===== config.mk =====
export PLATFORM = sky130hd
export DESIGN_NAME = pcs_rx_top
export DESIGN_NICKNAME = d
export VERILOG_FILES = /design/src/pcs_pkg.sv /design/src/dec_lite_rx.sv /design/src/pcs_rx_decode.sv /design/src/pcs_rx_top.sv /design/src/rx_frame_assembler.sv /design/src/sync_fifo.sv
export VERILOG_INCLUDE_DIRS = /design/src
export SDC_FILE = /design/constraint.sdc
export NUM_CORES = 1
export LEC_CHECK = 0
export BUFFER_PORTS_ARGS = -buffer_cell sky130_fd_sc_hd__clkbuf_2
export CAP_MARGIN = 20
export CORE_MARGIN = 5
export CORE_UTILIZATION = 40
export CTS_CLUSTER_SIZE = 8
export DETAILED_ROUTE_END_ITERATION = 10
export PLACE_DENSITY_LB_ADDON = 0.25
export RECOVER_POWER = 25
export SETUP_SLACK_MARGIN = 0.4
export SLEW_MARGIN = 10
export SYNTH_ARGS = -nofsm -noshare
export SYNTH_HDL_FRONTEND = slang
export SYNTH_SLANG_ARGS = --single-unit

===== constraint.sdc =====
create_clock -name clk -period 6.6 [get_ports clk]
set_clock_uncertainty 0.1 [all_clocks]
set_input_delay 1.98 -clock clk [delete_from_list [all_inputs] [get_ports clk]]
set_output_delay 1.98 -clock clk [all_outputs]
set_load 0.05 [all_outputs]

===== src/pcs_config.svh =====
// build-time sizes for the rx pcs; fifo depth must be a power of two and max frame bytes below 2**PCS_LEN_W - 8
`ifndef PCS_CONFIG_SVH
`define PCS_CONFIG_SVH

// decoded records held between decoder and frame assembler
`define PCS_FIFO_DEPTH 8

// longest frame in data bytes, anything longer saturates here and is errored
`define PCS_MAX_FRAME_BYTES 2047

// width of the frame byte counter
`define PCS_LEN_W 12

`endif


===== src/pcs_pkg.sv =====
// shared rx pcs types; the record layout is fixed to a 64-bit 10g block, no 40g lanes
`default_nettype none

`include "pcs_config.svh"

package pcs_pkg;

	// one decoded 66-bit block as it travels through the fifo
	typedef struct packed {
		logic       ctrl;  // control block or malformed block
		logic       idle;  // all-idle control block
		logic [1:0] start; // bit 0 start in lane 0, bit 1 start in lane 4
		logic       term;  // terminate, byte count in keep
		logic       err;   // error block, bad header or unknown type
		logic [7:0] keep;  // low k bits set on terminate k
		logic [63:0] data; // descrambled payload, type byte in [7:0]
	} dec_blk_t;

	// frame byte count
	typedef logic [`PCS_LEN_W-1:0] frame_len_t;

endpackage

`default_nettype wire


===== src/dec_lite_rx.sv =====
// combinational block classifier; ordered sets are not decoded so ord_v_o is always low
`timescale 1ns/1ps
`default_nettype none

module dec_lite_rx #(
	parameter int IS_40G       = 0,
	parameter int HEAD_W       = 2,
	parameter int DATA_W       = 64,
	parameter int KEEP_W       = DATA_W/8,
	parameter int BLOCK_W      = 64,
	parameter int LANE0_CNT_N  = IS_40G ? 1 : BLOCK_W/(4*8),
	parameter int BLOCK_TYPE_W = 8
)(
	input  wire  [HEAD_W-1:0]      head_i, // sync header, 01 data, 10 control
	input  wire  [DATA_W-1:0]      data_i, // already descrambled

	output logic                   ctrl_v_o,
	output logic                   idle_v_o,
	output logic [LANE0_CNT_N-1:0] start_v_o,
	output logic                   term_v_o,
	output logic                   err_v_o,
	output logic                   ord_v_o,
	output logic [DATA_W-1:0]      data_o,
	output logic [KEEP_W-1:0]      keep_o
);

// block type codes, clause 49 figure 49-7
localparam logic [BLOCK_TYPE_W-1:0] BT_ERR     = 8'h1e; // all control, used for /E/
localparam logic [BLOCK_TYPE_W-1:0] BT_START_4 = 8'h33;
localparam logic [BLOCK_TYPE_W-1:0] BT_START_0 = 8'h78;
localparam logic [BLOCK_TYPE_W-1:0] BT_TERM_0  = 8'h87; // no data bytes
localparam logic [BLOCK_TYPE_W-1:0] BT_TERM_1  = 8'h99;
localparam logic [BLOCK_TYPE_W-1:0] BT_TERM_2  = 8'haa;
localparam logic [BLOCK_TYPE_W-1:0] BT_TERM_3  = 8'hb4;
localparam logic [BLOCK_TYPE_W-1:0] BT_TERM_4  = 8'hcc;
localparam logic [BLOCK_TYPE_W-1:0] BT_TERM_5  = 8'hd2;
localparam logic [BLOCK_TYPE_W-1:0] BT_TERM_6  = 8'he1;
localparam logic [BLOCK_TYPE_W-1:0] BT_TERM_7  = 8'hff; // seven data bytes

logic                    head_v;     // exactly one header bit set
logic                    is_ctrl;    // wellformed control header
logic                    block_nv;   // malformed block
logic                    flag_ok;    // control block with a known type
logic [BLOCK_TYPE_W-1:0] block_type;
logic                    type_none;
logic                    idle_lite;
logic                    err_lite;
logic                    ord_lite;
logic [KEEP_W-1:0]       term_lite;  // one hot on terminate position
logic [LANE0_CNT_N-1:0]  start_lite;
logic [KEEP_W-1:0]       term_v;

assign head_v     = head_i[0] ^ head_i[1];
assign is_ctrl    = head_v & head_i[1];
assign block_type = data_i[BLOCK_TYPE_W-1:0];

assign idle_lite = ~|block_type;
assign err_lite  = block_type == BT_ERR;
assign ord_lite  = 1'b0; // no ordered set support

assign term_lite[0] = block_type == BT_TERM_0;
assign term_lite[1] = block_type == BT_TERM_1;
assign term_lite[2] = block_type == BT_TERM_2;
assign term_lite[3] = block_type == BT_TERM_3;
assign term_lite[4] = block_type == BT_TERM_4;
assign term_lite[5] = block_type == BT_TERM_5;
assign term_lite[6] = block_type == BT_TERM_6;
assign term_lite[7] = block_type == BT_TERM_7;

assign start_lite[0] = block_type == BT_START_0;
generate
	if (IS_40G == 0) begin : g_start_4
		assign start_lite[1] = block_type == BT_START_4; // lane 4 start only exists at 10g
	end
endgenerate

assign type_none = ~(idle_lite | err_lite | ord_lite | (|term_lite) | (|start_lite));

// type byte only means something under a control header
assign block_nv = ~head_v | (is_ctrl & type_none);
assign flag_ok  = is_ctrl & ~block_nv;

assign term_v = term_lite & {KEEP_W{flag_ok}};

assign ctrl_v_o  = is_ctrl | block_nv; // bad blocks are treated as control
assign idle_v_o  = idle_lite & flag_ok;
assign err_v_o   = (err_lite & flag_ok) | block_nv;
assign ord_v_o   = ord_lite & flag_ok;
assign term_v_o  = |term_v;
assign start_v_o = start_lite & {LANE0_CNT_N{flag_ok}};

// one hot minus one gives the low k bits, zero when not a terminate
assign keep_o = (|term_v) ? term_v - KEEP_W'(1) : '0;

assign data_o = data_i;

endmodule

`default_nettype wire


===== src/pcs_rx_decode.sv =====
// descrambles and classifies one block per strobe; no block lock, input must already be header aligned
`timescale 1ns/1ps
`default_nettype none

module pcs_rx_decode import pcs_pkg::*; (
	input  wire         clk,
	input  wire         rst_i,
	input  wire         blk_valid_i, // one block per high cycle
	input  wire  [1:0]  head_i,      // sync header, never scrambled
	input  wire  [63:0] data_i,      // scrambled payload, bit 0 first on the line

	output logic        blk_wr_o,    // one cycle after the strobe
	output dec_blk_t    blk_o
);

// x^58 + x^39 + 1 self-synchronizing descrambler
localparam int TAP_A  = 39;
localparam int TAP_B  = 58;
localparam int DATA_W = 64;

logic [TAP_B-1:0]        scr_q;    // last 58 received bits, [TAP_B-1] newest
logic [DATA_W+TAP_B-1:0] scr_ext;  // history followed by the current block
logic [DATA_W-1:0]       descr;
dec_blk_t                rec;

logic              dec_ctrl;
logic              dec_idle;
logic [1:0]        dec_start;
logic              dec_term;
logic              dec_err;
logic [DATA_W-1:0] dec_data;
logic [7:0]        dec_keep;

assign scr_ext = {data_i, scr_q};

// bit i sits at scr_ext[i+58], so taps land at i+19 and i
assign descr = data_i ^ scr_ext[TAP_B-TAP_A +: DATA_W] ^ scr_ext[0 +: DATA_W];

dec_lite_rx #(
	.IS_40G      (0),
	.HEAD_W      (2),
	.DATA_W      (DATA_W),
	.KEEP_W      (8),
	.BLOCK_W     (64),
	.LANE0_CNT_N (2),
	.BLOCK_TYPE_W(8)
) i_dec_lite_rx (
	.head_i   (head_i),
	.data_i   (descr),
	.ctrl_v_o (dec_ctrl),
	.idle_v_o (dec_idle),
	.start_v_o(dec_start),
	.term_v_o (dec_term),
	.err_v_o  (dec_err),
	.ord_v_o  (),          // ordered sets not used
	.data_o   (dec_data),
	.keep_o   (dec_keep)
);

always_comb begin
	rec       = '0;
	rec.ctrl  = dec_ctrl;
	rec.idle  = dec_idle;
	rec.start = dec_start;
	rec.term  = dec_term;
	rec.err   = dec_err;
	rec.keep  = dec_keep;
	rec.data  = dec_data;
end

// control state, write strobe and descrambler history
always_ff @(posedge clk) begin
	if (rst_i) begin
		blk_wr_o <= 1'b0;
		scr_q    <= '0;
	end else begin
		blk_wr_o <= blk_valid_i;
		if (blk_valid_i)
			scr_q <= data_i[DATA_W-1 -: TAP_B]; // history is the received line bits
	end
end

always_ff @(posedge clk) begin
	if (blk_valid_i)
		blk_o <= rec;
end

endmodule

`default_nettype wire


===== src/pcs_rx_top.sv =====
// rx pcs from aligned 66-bit blocks to frame reports; no block lock, overflow only flags lost blocks
`timescale 1ns/1ps
`default_nettype none

`include "pcs_config.svh"

module pcs_rx_top import pcs_pkg::*; (
	input  wire         clk,
	input  wire         rst_i,
	input  wire         blk_valid_i,
	input  wire  [1:0]  head_i,
	input  wire  [63:0] data_i,
	input  wire         hold_i,      // downstream back-pressure

	output logic        frame_done_o,
	output frame_len_t  frame_len_o,
	output logic        frame_err_o,
	output logic        overflow_o   // sticky, fifo dropped a block
);

logic     blk_wr;    // decoder write strobe
dec_blk_t blk;       // decoded record into the fifo
dec_blk_t fifo_head; // oldest record
logic     fifo_empty;
logic     pop;

pcs_rx_decode i_pcs_rx_decode (
	.clk        (clk),
	.rst_i      (rst_i),
	.blk_valid_i(blk_valid_i),
	.head_i     (head_i),
	.data_i     (data_i),
	.blk_wr_o   (blk_wr),
	.blk_o      (blk)
);

sync_fifo #(
	.T    (dec_blk_t),
	.DEPTH(`PCS_FIFO_DEPTH)
) i_sync_fifo (
	.clk       (clk),
	.rst_i     (rst_i),
	.wr_i      (blk_wr),
	.wr_data_i (blk),
	.rd_i      (pop),
	.rd_data_o (fifo_head),
	.empty_o   (fifo_empty),
	.overflow_o(overflow_o)
);

rx_frame_assembler i_rx_frame_assembler (
	.clk         (clk),
	.rst_i       (rst_i),
	.hold_i      (hold_i),
	.empty_i     (fifo_empty),
	.blk_i       (fifo_head),
	.pop_o       (pop),
	.frame_done_o(frame_done_o),
	.frame_len_o (frame_len_o),
	.frame_err_o (frame_err_o)
);

endmodule

`default_nettype wire


===== src/rx_frame_assembler.sv =====
// counts data bytes per frame from start to terminate; lost blocks upstream are not detected here
`timescale 1ns/1ps
`default_nettype none

`include "pcs_config.svh"

module rx_frame_assembler import pcs_pkg::*; (
	input  wire           clk,
	input  wire           rst_i,
	input  wire           hold_i,       // level, stops popping
	input  wire           empty_i,
	input  wire dec_blk_t blk_i,        // head record of the fifo

	output logic          pop_o,
	output logic          frame_done_o, // one cycle per closed frame
	output frame_len_t    frame_len_o,
	output logic          frame_err_o
);

localparam frame_len_t MAX_LEN = frame_len_t'(`PCS_MAX_FRAME_BYTES);

logic               in_frame_q;
logic               in_frame_d;
frame_len_t         len_q;
frame_len_t         len_d;
logic               err_q;
logic               err_d;
logic               done_d;
logic               done_err_d;
frame_len_t         done_len_d;
logic [3:0]         add;    // bytes carried by this block
logic [`PCS_LEN_W:0] sum;   // one extra bit so overflow is visible
logic               sat;

function automatic logic [3:0] popcnt8(input logic [7:0] v);
	logic [3:0] c;
	c = '0;
	for (int i = 0; i < 8; i++) begin
		c = c + {3'b000, v[i]};
	end
	return c;
endfunction

assign pop_o = ~empty_i & ~hold_i;

assign add = blk_i.ctrl ? popcnt8(blk_i.keep) : 4'd8; // data block is always 8
assign sum = {1'b0, len_q} + {{(`PCS_LEN_W-3){1'b0}}, add};
assign sat = sum > {1'b0, MAX_LEN};

always_comb begin
	in_frame_d = in_frame_q;
	len_d      = len_q;
	err_d      = err_q;
	done_d     = 1'b0;
	done_len_d = len_q;
	done_err_d = err_q;
	if (pop_o) begin
		if (|blk_i.start) begin
			// start inside a frame closes it as broken
			if (in_frame_q) begin
				done_d     = 1'b1;
				done_len_d = len_q;
				done_err_d = 1'b1;
			end
			in_frame_d = 1'b1;
			len_d      = blk_i.start[0] ? frame_len_t'(7) : frame_len_t'(3);
			err_d      = 1'b0;
		end else if (in_frame_q) begin
			if (!blk_i.ctrl || blk_i.term) begin
				len_d = sat ? MAX_LEN : sum[`PCS_LEN_W-1:0];
				err_d = err_q | sat;
			end
			if (blk_i.err || blk_i.idle)
				err_d = 1'b1; // idle mid frame counts as broken too
			if (blk_i.term) begin
				done_d     = 1'b1;
				done_len_d = len_d;
				done_err_d = err_d;
				in_frame_d = 1'b0;
			end
		end
		// outside a frame only a start matters
	end
end

always_ff @(posedge clk) begin
	if (rst_i) begin
		in_frame_q   <= 1'b0;
		err_q        <= 1'b0;
		frame_done_o <= 1'b0;
		frame_err_o  <= 1'b0;
	end else begin
		in_frame_q   <= in_frame_d;
		err_q        <= err_d;
		frame_done_o <= done_d;
		frame_err_o  <= done_d & done_err_d; // low between reports
	end
end

always_ff @(posedge clk) begin
	len_q <= len_d;
	if (done_d)
		frame_len_o <= done_len_d;
end

// a report carries at least the lane 4 start bytes and never more than the cap
a_len_range: assert property (@(posedge clk) disable iff (rst_i)
	frame_done_o |-> (frame_len_o >= frame_len_t'(3) && frame_len_o <= MAX_LEN));

endmodule

`default_nettype wire


===== src/sync_fifo.sv =====
// show-ahead fifo, DEPTH must be a power of two and at least 2; writes while full are dropped
`timescale 1ns/1ps
`default_nettype none

module sync_fifo #(
	parameter type T     = logic [7:0],
	parameter int  DEPTH = 8
)(
	input  wire   clk,
	input  wire   rst_i,
	input  wire   wr_i,
	input  wire T wr_data_i,
	input  wire   rd_i,      // only while not empty

	output T      rd_data_o, // oldest entry, valid while empty_o is low
	output logic  empty_o,
	output logic  overflow_o // sticky until reset
);

localparam int AW = $clog2(DEPTH);
localparam int CW = $clog2(DEPTH+1);

T              mem [DEPTH];
logic [AW-1:0] wr_ptr_q;
logic [AW-1:0] rd_ptr_q;
logic [CW-1:0] cnt_q;
logic          full;
logic          do_wr;
logic          do_rd;

assign empty_o = cnt_q == '0;
assign full    = cnt_q == CW'(DEPTH);
assign do_rd   = rd_i & ~empty_o;
assign do_wr   = wr_i & (~full | do_rd); // a read frees the slot this cycle

assign rd_data_o = mem[rd_ptr_q];

always_ff @(posedge clk) begin
	if (rst_i) begin
		wr_ptr_q   <= '0;
		rd_ptr_q   <= '0;
		cnt_q      <= '0;
		overflow_o <= 1'b0;
	end else begin
		if (do_wr)
			wr_ptr_q <= wr_ptr_q + 1'b1; // wraps at DEPTH
		if (do_rd)
			rd_ptr_q <= rd_ptr_q + 1'b1;
		case ({do_wr, do_rd})
			2'b10:   cnt_q <= cnt_q + 1'b1;
			2'b01:   cnt_q <= cnt_q - 1'b1;
			default: cnt_q <= cnt_q;
		endcase
		if (wr_i & ~do_wr)
			overflow_o <= 1'b1; // record lost
	end
end

always_ff @(posedge clk) begin
	if (do_wr)
		mem[wr_ptr_q] <= wr_data_i;
end

// consumer must look at empty before popping
a_no_rd_empty: assert property (@(posedge clk) disable iff (rst_i)
	!(rd_i && empty_o));

a_cnt_bound: assert property (@(posedge clk) disable iff (rst_i)
	cnt_q <= CW'(DEPTH));

endmodule

`default_nettype wire


==> reports/results.ini <==
[status]
status = complete, no violations

[cells_and_area]
regArea_um2 = 5210
fin_nets = 709
multiInputGateArea_um2 = 3054
most-common-layout-cells = edfxtp_1, nor2_1, clkbuf_2
drive_above_1_share_pct = 24.05
diodes = 0
area_delta_synth_final_pct = 13.51
fillers = 1869
layout_commonest_cell = edfxtp_1
fin_util_pct = 45.79

[synth]
async_flop_share_pct = 0
ys_seq_elements = 185
synth.distinct_cells = 69
synth_area_um2 = 8399
seq_area_frac_synth_pct = 61.97
synthCells = 566
synth_edf_count = 150
synth_ff_type = edfxtp_1
syn-num-nets = 656
syn_area_per_cell_um2 = 14.84
yosys_warnings = 0

[sta]
setup_viol = 0
hold_viol = 0
fmax_mhz = 165.0
rsz0062_at_grt = true
finalCritPeriodShare_pct = 91.85
fin_setup_tns_ns = 0
relSlewSlack_pct = 21.40
min_period_ns = 6.062
report.final.slew_viol_count = 0
worst_pin_slew_ns = 1.175

[worst_hold_path]
min-delay-start = i_sync_fifo.overflow_o
holdCritPathClass = reg2reg

[placement]
io_buffers = 42
hpwlAfterDp_mm = 10.90
place_congestion = 0.8739

[critical_path]
crit_chain = mux4_2, mux2_2, ha_1, fa_1, inv_1, fa_1, fa_2, fa_1, nor2_1, fa_2, a21o_1, a21oi_4, o21ai_2, or4_2, a311oi_1, a2111oi_2
worst_ep_required_time_ns = 6.77
crit_top_cell = fa_1
arrival_ns = 6.23
critPathLaunchType = register
critical_path_buf_inv_count = 1
slowest_delay_ns = 0.73
critical-path-top-delay-family = adder cells
endpoint_kind = register
worstPathMaxFanout = 8
worstSetupPathType = reg2reg
crit_slowest_cell = or4_2

[pwr]
vdd_drop_max_mv = 0.1710
p_per_area_nw_per_um2 = 359.8
finalPower_mw = 3.430
p_leak_nw = 3.313

[die]
num_rows = 53
die_area_um2 = 24000
ioPinCount = 85
coreArea_um2 = 20820
dieHeight_um = 154.9
die_x_um = 154.9
start_util_pct = 40.34

[cts]
clk_pin_slew_worst_paths_ns = 0.07
ctsHoldBuffers = 0
root_buffer = clkbuf_16
clk_latency_ns = 0.42
cts_tree = done
ctsLongestPathBuffers = 2
h-tree-depth = 4
cts_buffers = 17
clock-sinks = 185

[grt]
grt_pass1_wl_mm = 25.83
grt_max_degree = 33
grt.overflow.total = 0
grt_usage_pct = 13.84
grt_antenna_before_repair = 0
grt_pass1_vias = 4948

[detailed_routing]
wl_per_cell_um = 17.73
via_per_inst = 5.298
vias = 4805
first_pass_iters = 5
drtIter0Drc = 279
postRouteAntennaNets = 0
drt_wl_total_mm = 16.08
drc_errors = 0

[flow_run]
drv_cap = 0

[what timing repair did]
action / in CTS / in global routing
pin swaps: 0 / 4
setup endpoints to repair: 9 / 10
resized for setup: 2 / 6
setup buffers: 0 / 3
gates cloned: 0 / 1
[cell type report]
type | instances | share of cell area (%)
sequential | 185 | 54.65
multi-input combinational | 345 | 32.03
clock buffer | 19 | 4.869
tap | 275 | 3.609
timing repair buffer | 54 | 3.228
clock inverter | 13 | 0.9843
inverter | 16 | 0.6299
[worst min-delay path, delay by kind of cell, from the launching register on]
| kind | cells | cell delay (ns) |
|---|---|---|
| compound gates | 1 | 0.04 |
| simple gates | 1 | 0.07 |
| flops | 1 | 0.33 |
[layer usage]
layer  vias up  global-route usage, %  share of wire, %  routed length [um]
li1       2281                      -                 -                   -
met1      2403                  16.95                42                6749
met2       106                  24.21                53                8446
met3        15                  3.477               4.4                 704
met4         0                  4.163               1.1                 184
met5         -                      0                 0                   0
[worst paths after layout]
kind / slack, ns / to / depth (start not counted)
min reg2reg: 0.37 / i_sync_fifo.overflow_o / 2
max: 0.54 / i_rx_frame_assembler.err_q / 16
max reg2reg: 0.54 / i_rx_frame_assembler.err_q / 16
min: 0.37 / i_sync_fifo.overflow_o / 2
[synth_stat cells (all sizes together), types with 8 or more instances]
library cell,count,area [um^2]
inv,15,56.30
nor3,15,96.35
ha,14,175.2
dfxtp,35,700.7
mux4,25,566.8
a211oi,8,65.06
buf,14,111.3
nand2,27,101.4
o21ai,19,98.85
nor2,65,246.5
a21oi,33,168.9
mux2i,24,252.7
edfxtp,150,4504
[flip-flops by register name, summed over array words and instances (netlist names), named ones only]
name,cells
i_rx_frame_assembler.frame_len_o,12
i_rx_frame_assembler.err_q,1
i_rx_frame_assembler.in_frame_q,1
i_sync_fifo.cnt_q,4
i_rx_frame_assembler.len_q,12
i_sync_fifo.mem,112
i_rx_frame_assembler.frame_done_o,1
i_pcs_rx_decode.blk_wr_o,1
i_sync_fifo.overflow_o,1
i_sync_fifo.wr_ptr_q,3
i_sync_fifo.rd_ptr_q,3
i_pcs_rx_decode.scr_q,16
i_pcs_rx_decode.blk_o,14
i_rx_frame_assembler.frame_err_o,1
[report_power, final]
part / total, mW / switching (mW) / internal (mW)
Combinational: 1.05 / 0.586 / 0.468
Clock: 0.945 / 0.429 / 0.516
Sequential: 1.43 / 0.0757 / 1.36
[cell families (layout without fill, tap and decap cells)]
logic type      after synthesis  in the layout  share of synthesized area, %
simple gates                153            154                         9.146
mux                          53             53                         10.29
fa+ha+maj                    20             20                         3.516
flops                       185            185                         61.97
buf+inv                      37            102                         2.353
compound gates               97             97                         8.476
xor+xnor                     21             21                         4.246
[through the flow]
| step | hold WS [ns] | setup slack (ns) | std cells | area (um^2) |
|---|---|---|---|---|
| after CTS | 0.3823 | 0.4702 | 903 | 9483 |
| after floorplan | 0.3487 | 0.4058 | 566 | 8434 |
| after global routing | 0.4306 | 0.3626 | 907 | 9534 |
| after detailed placement | 0.3654 | 0.3249 | 871 | 8919 |
| after global placement | 0.3551 | 0.4104 | 871 | 8919 |
| final | 0.3743 | 0.5377 | 907 | 9534 |
Power figures use the tool's default switching activity.
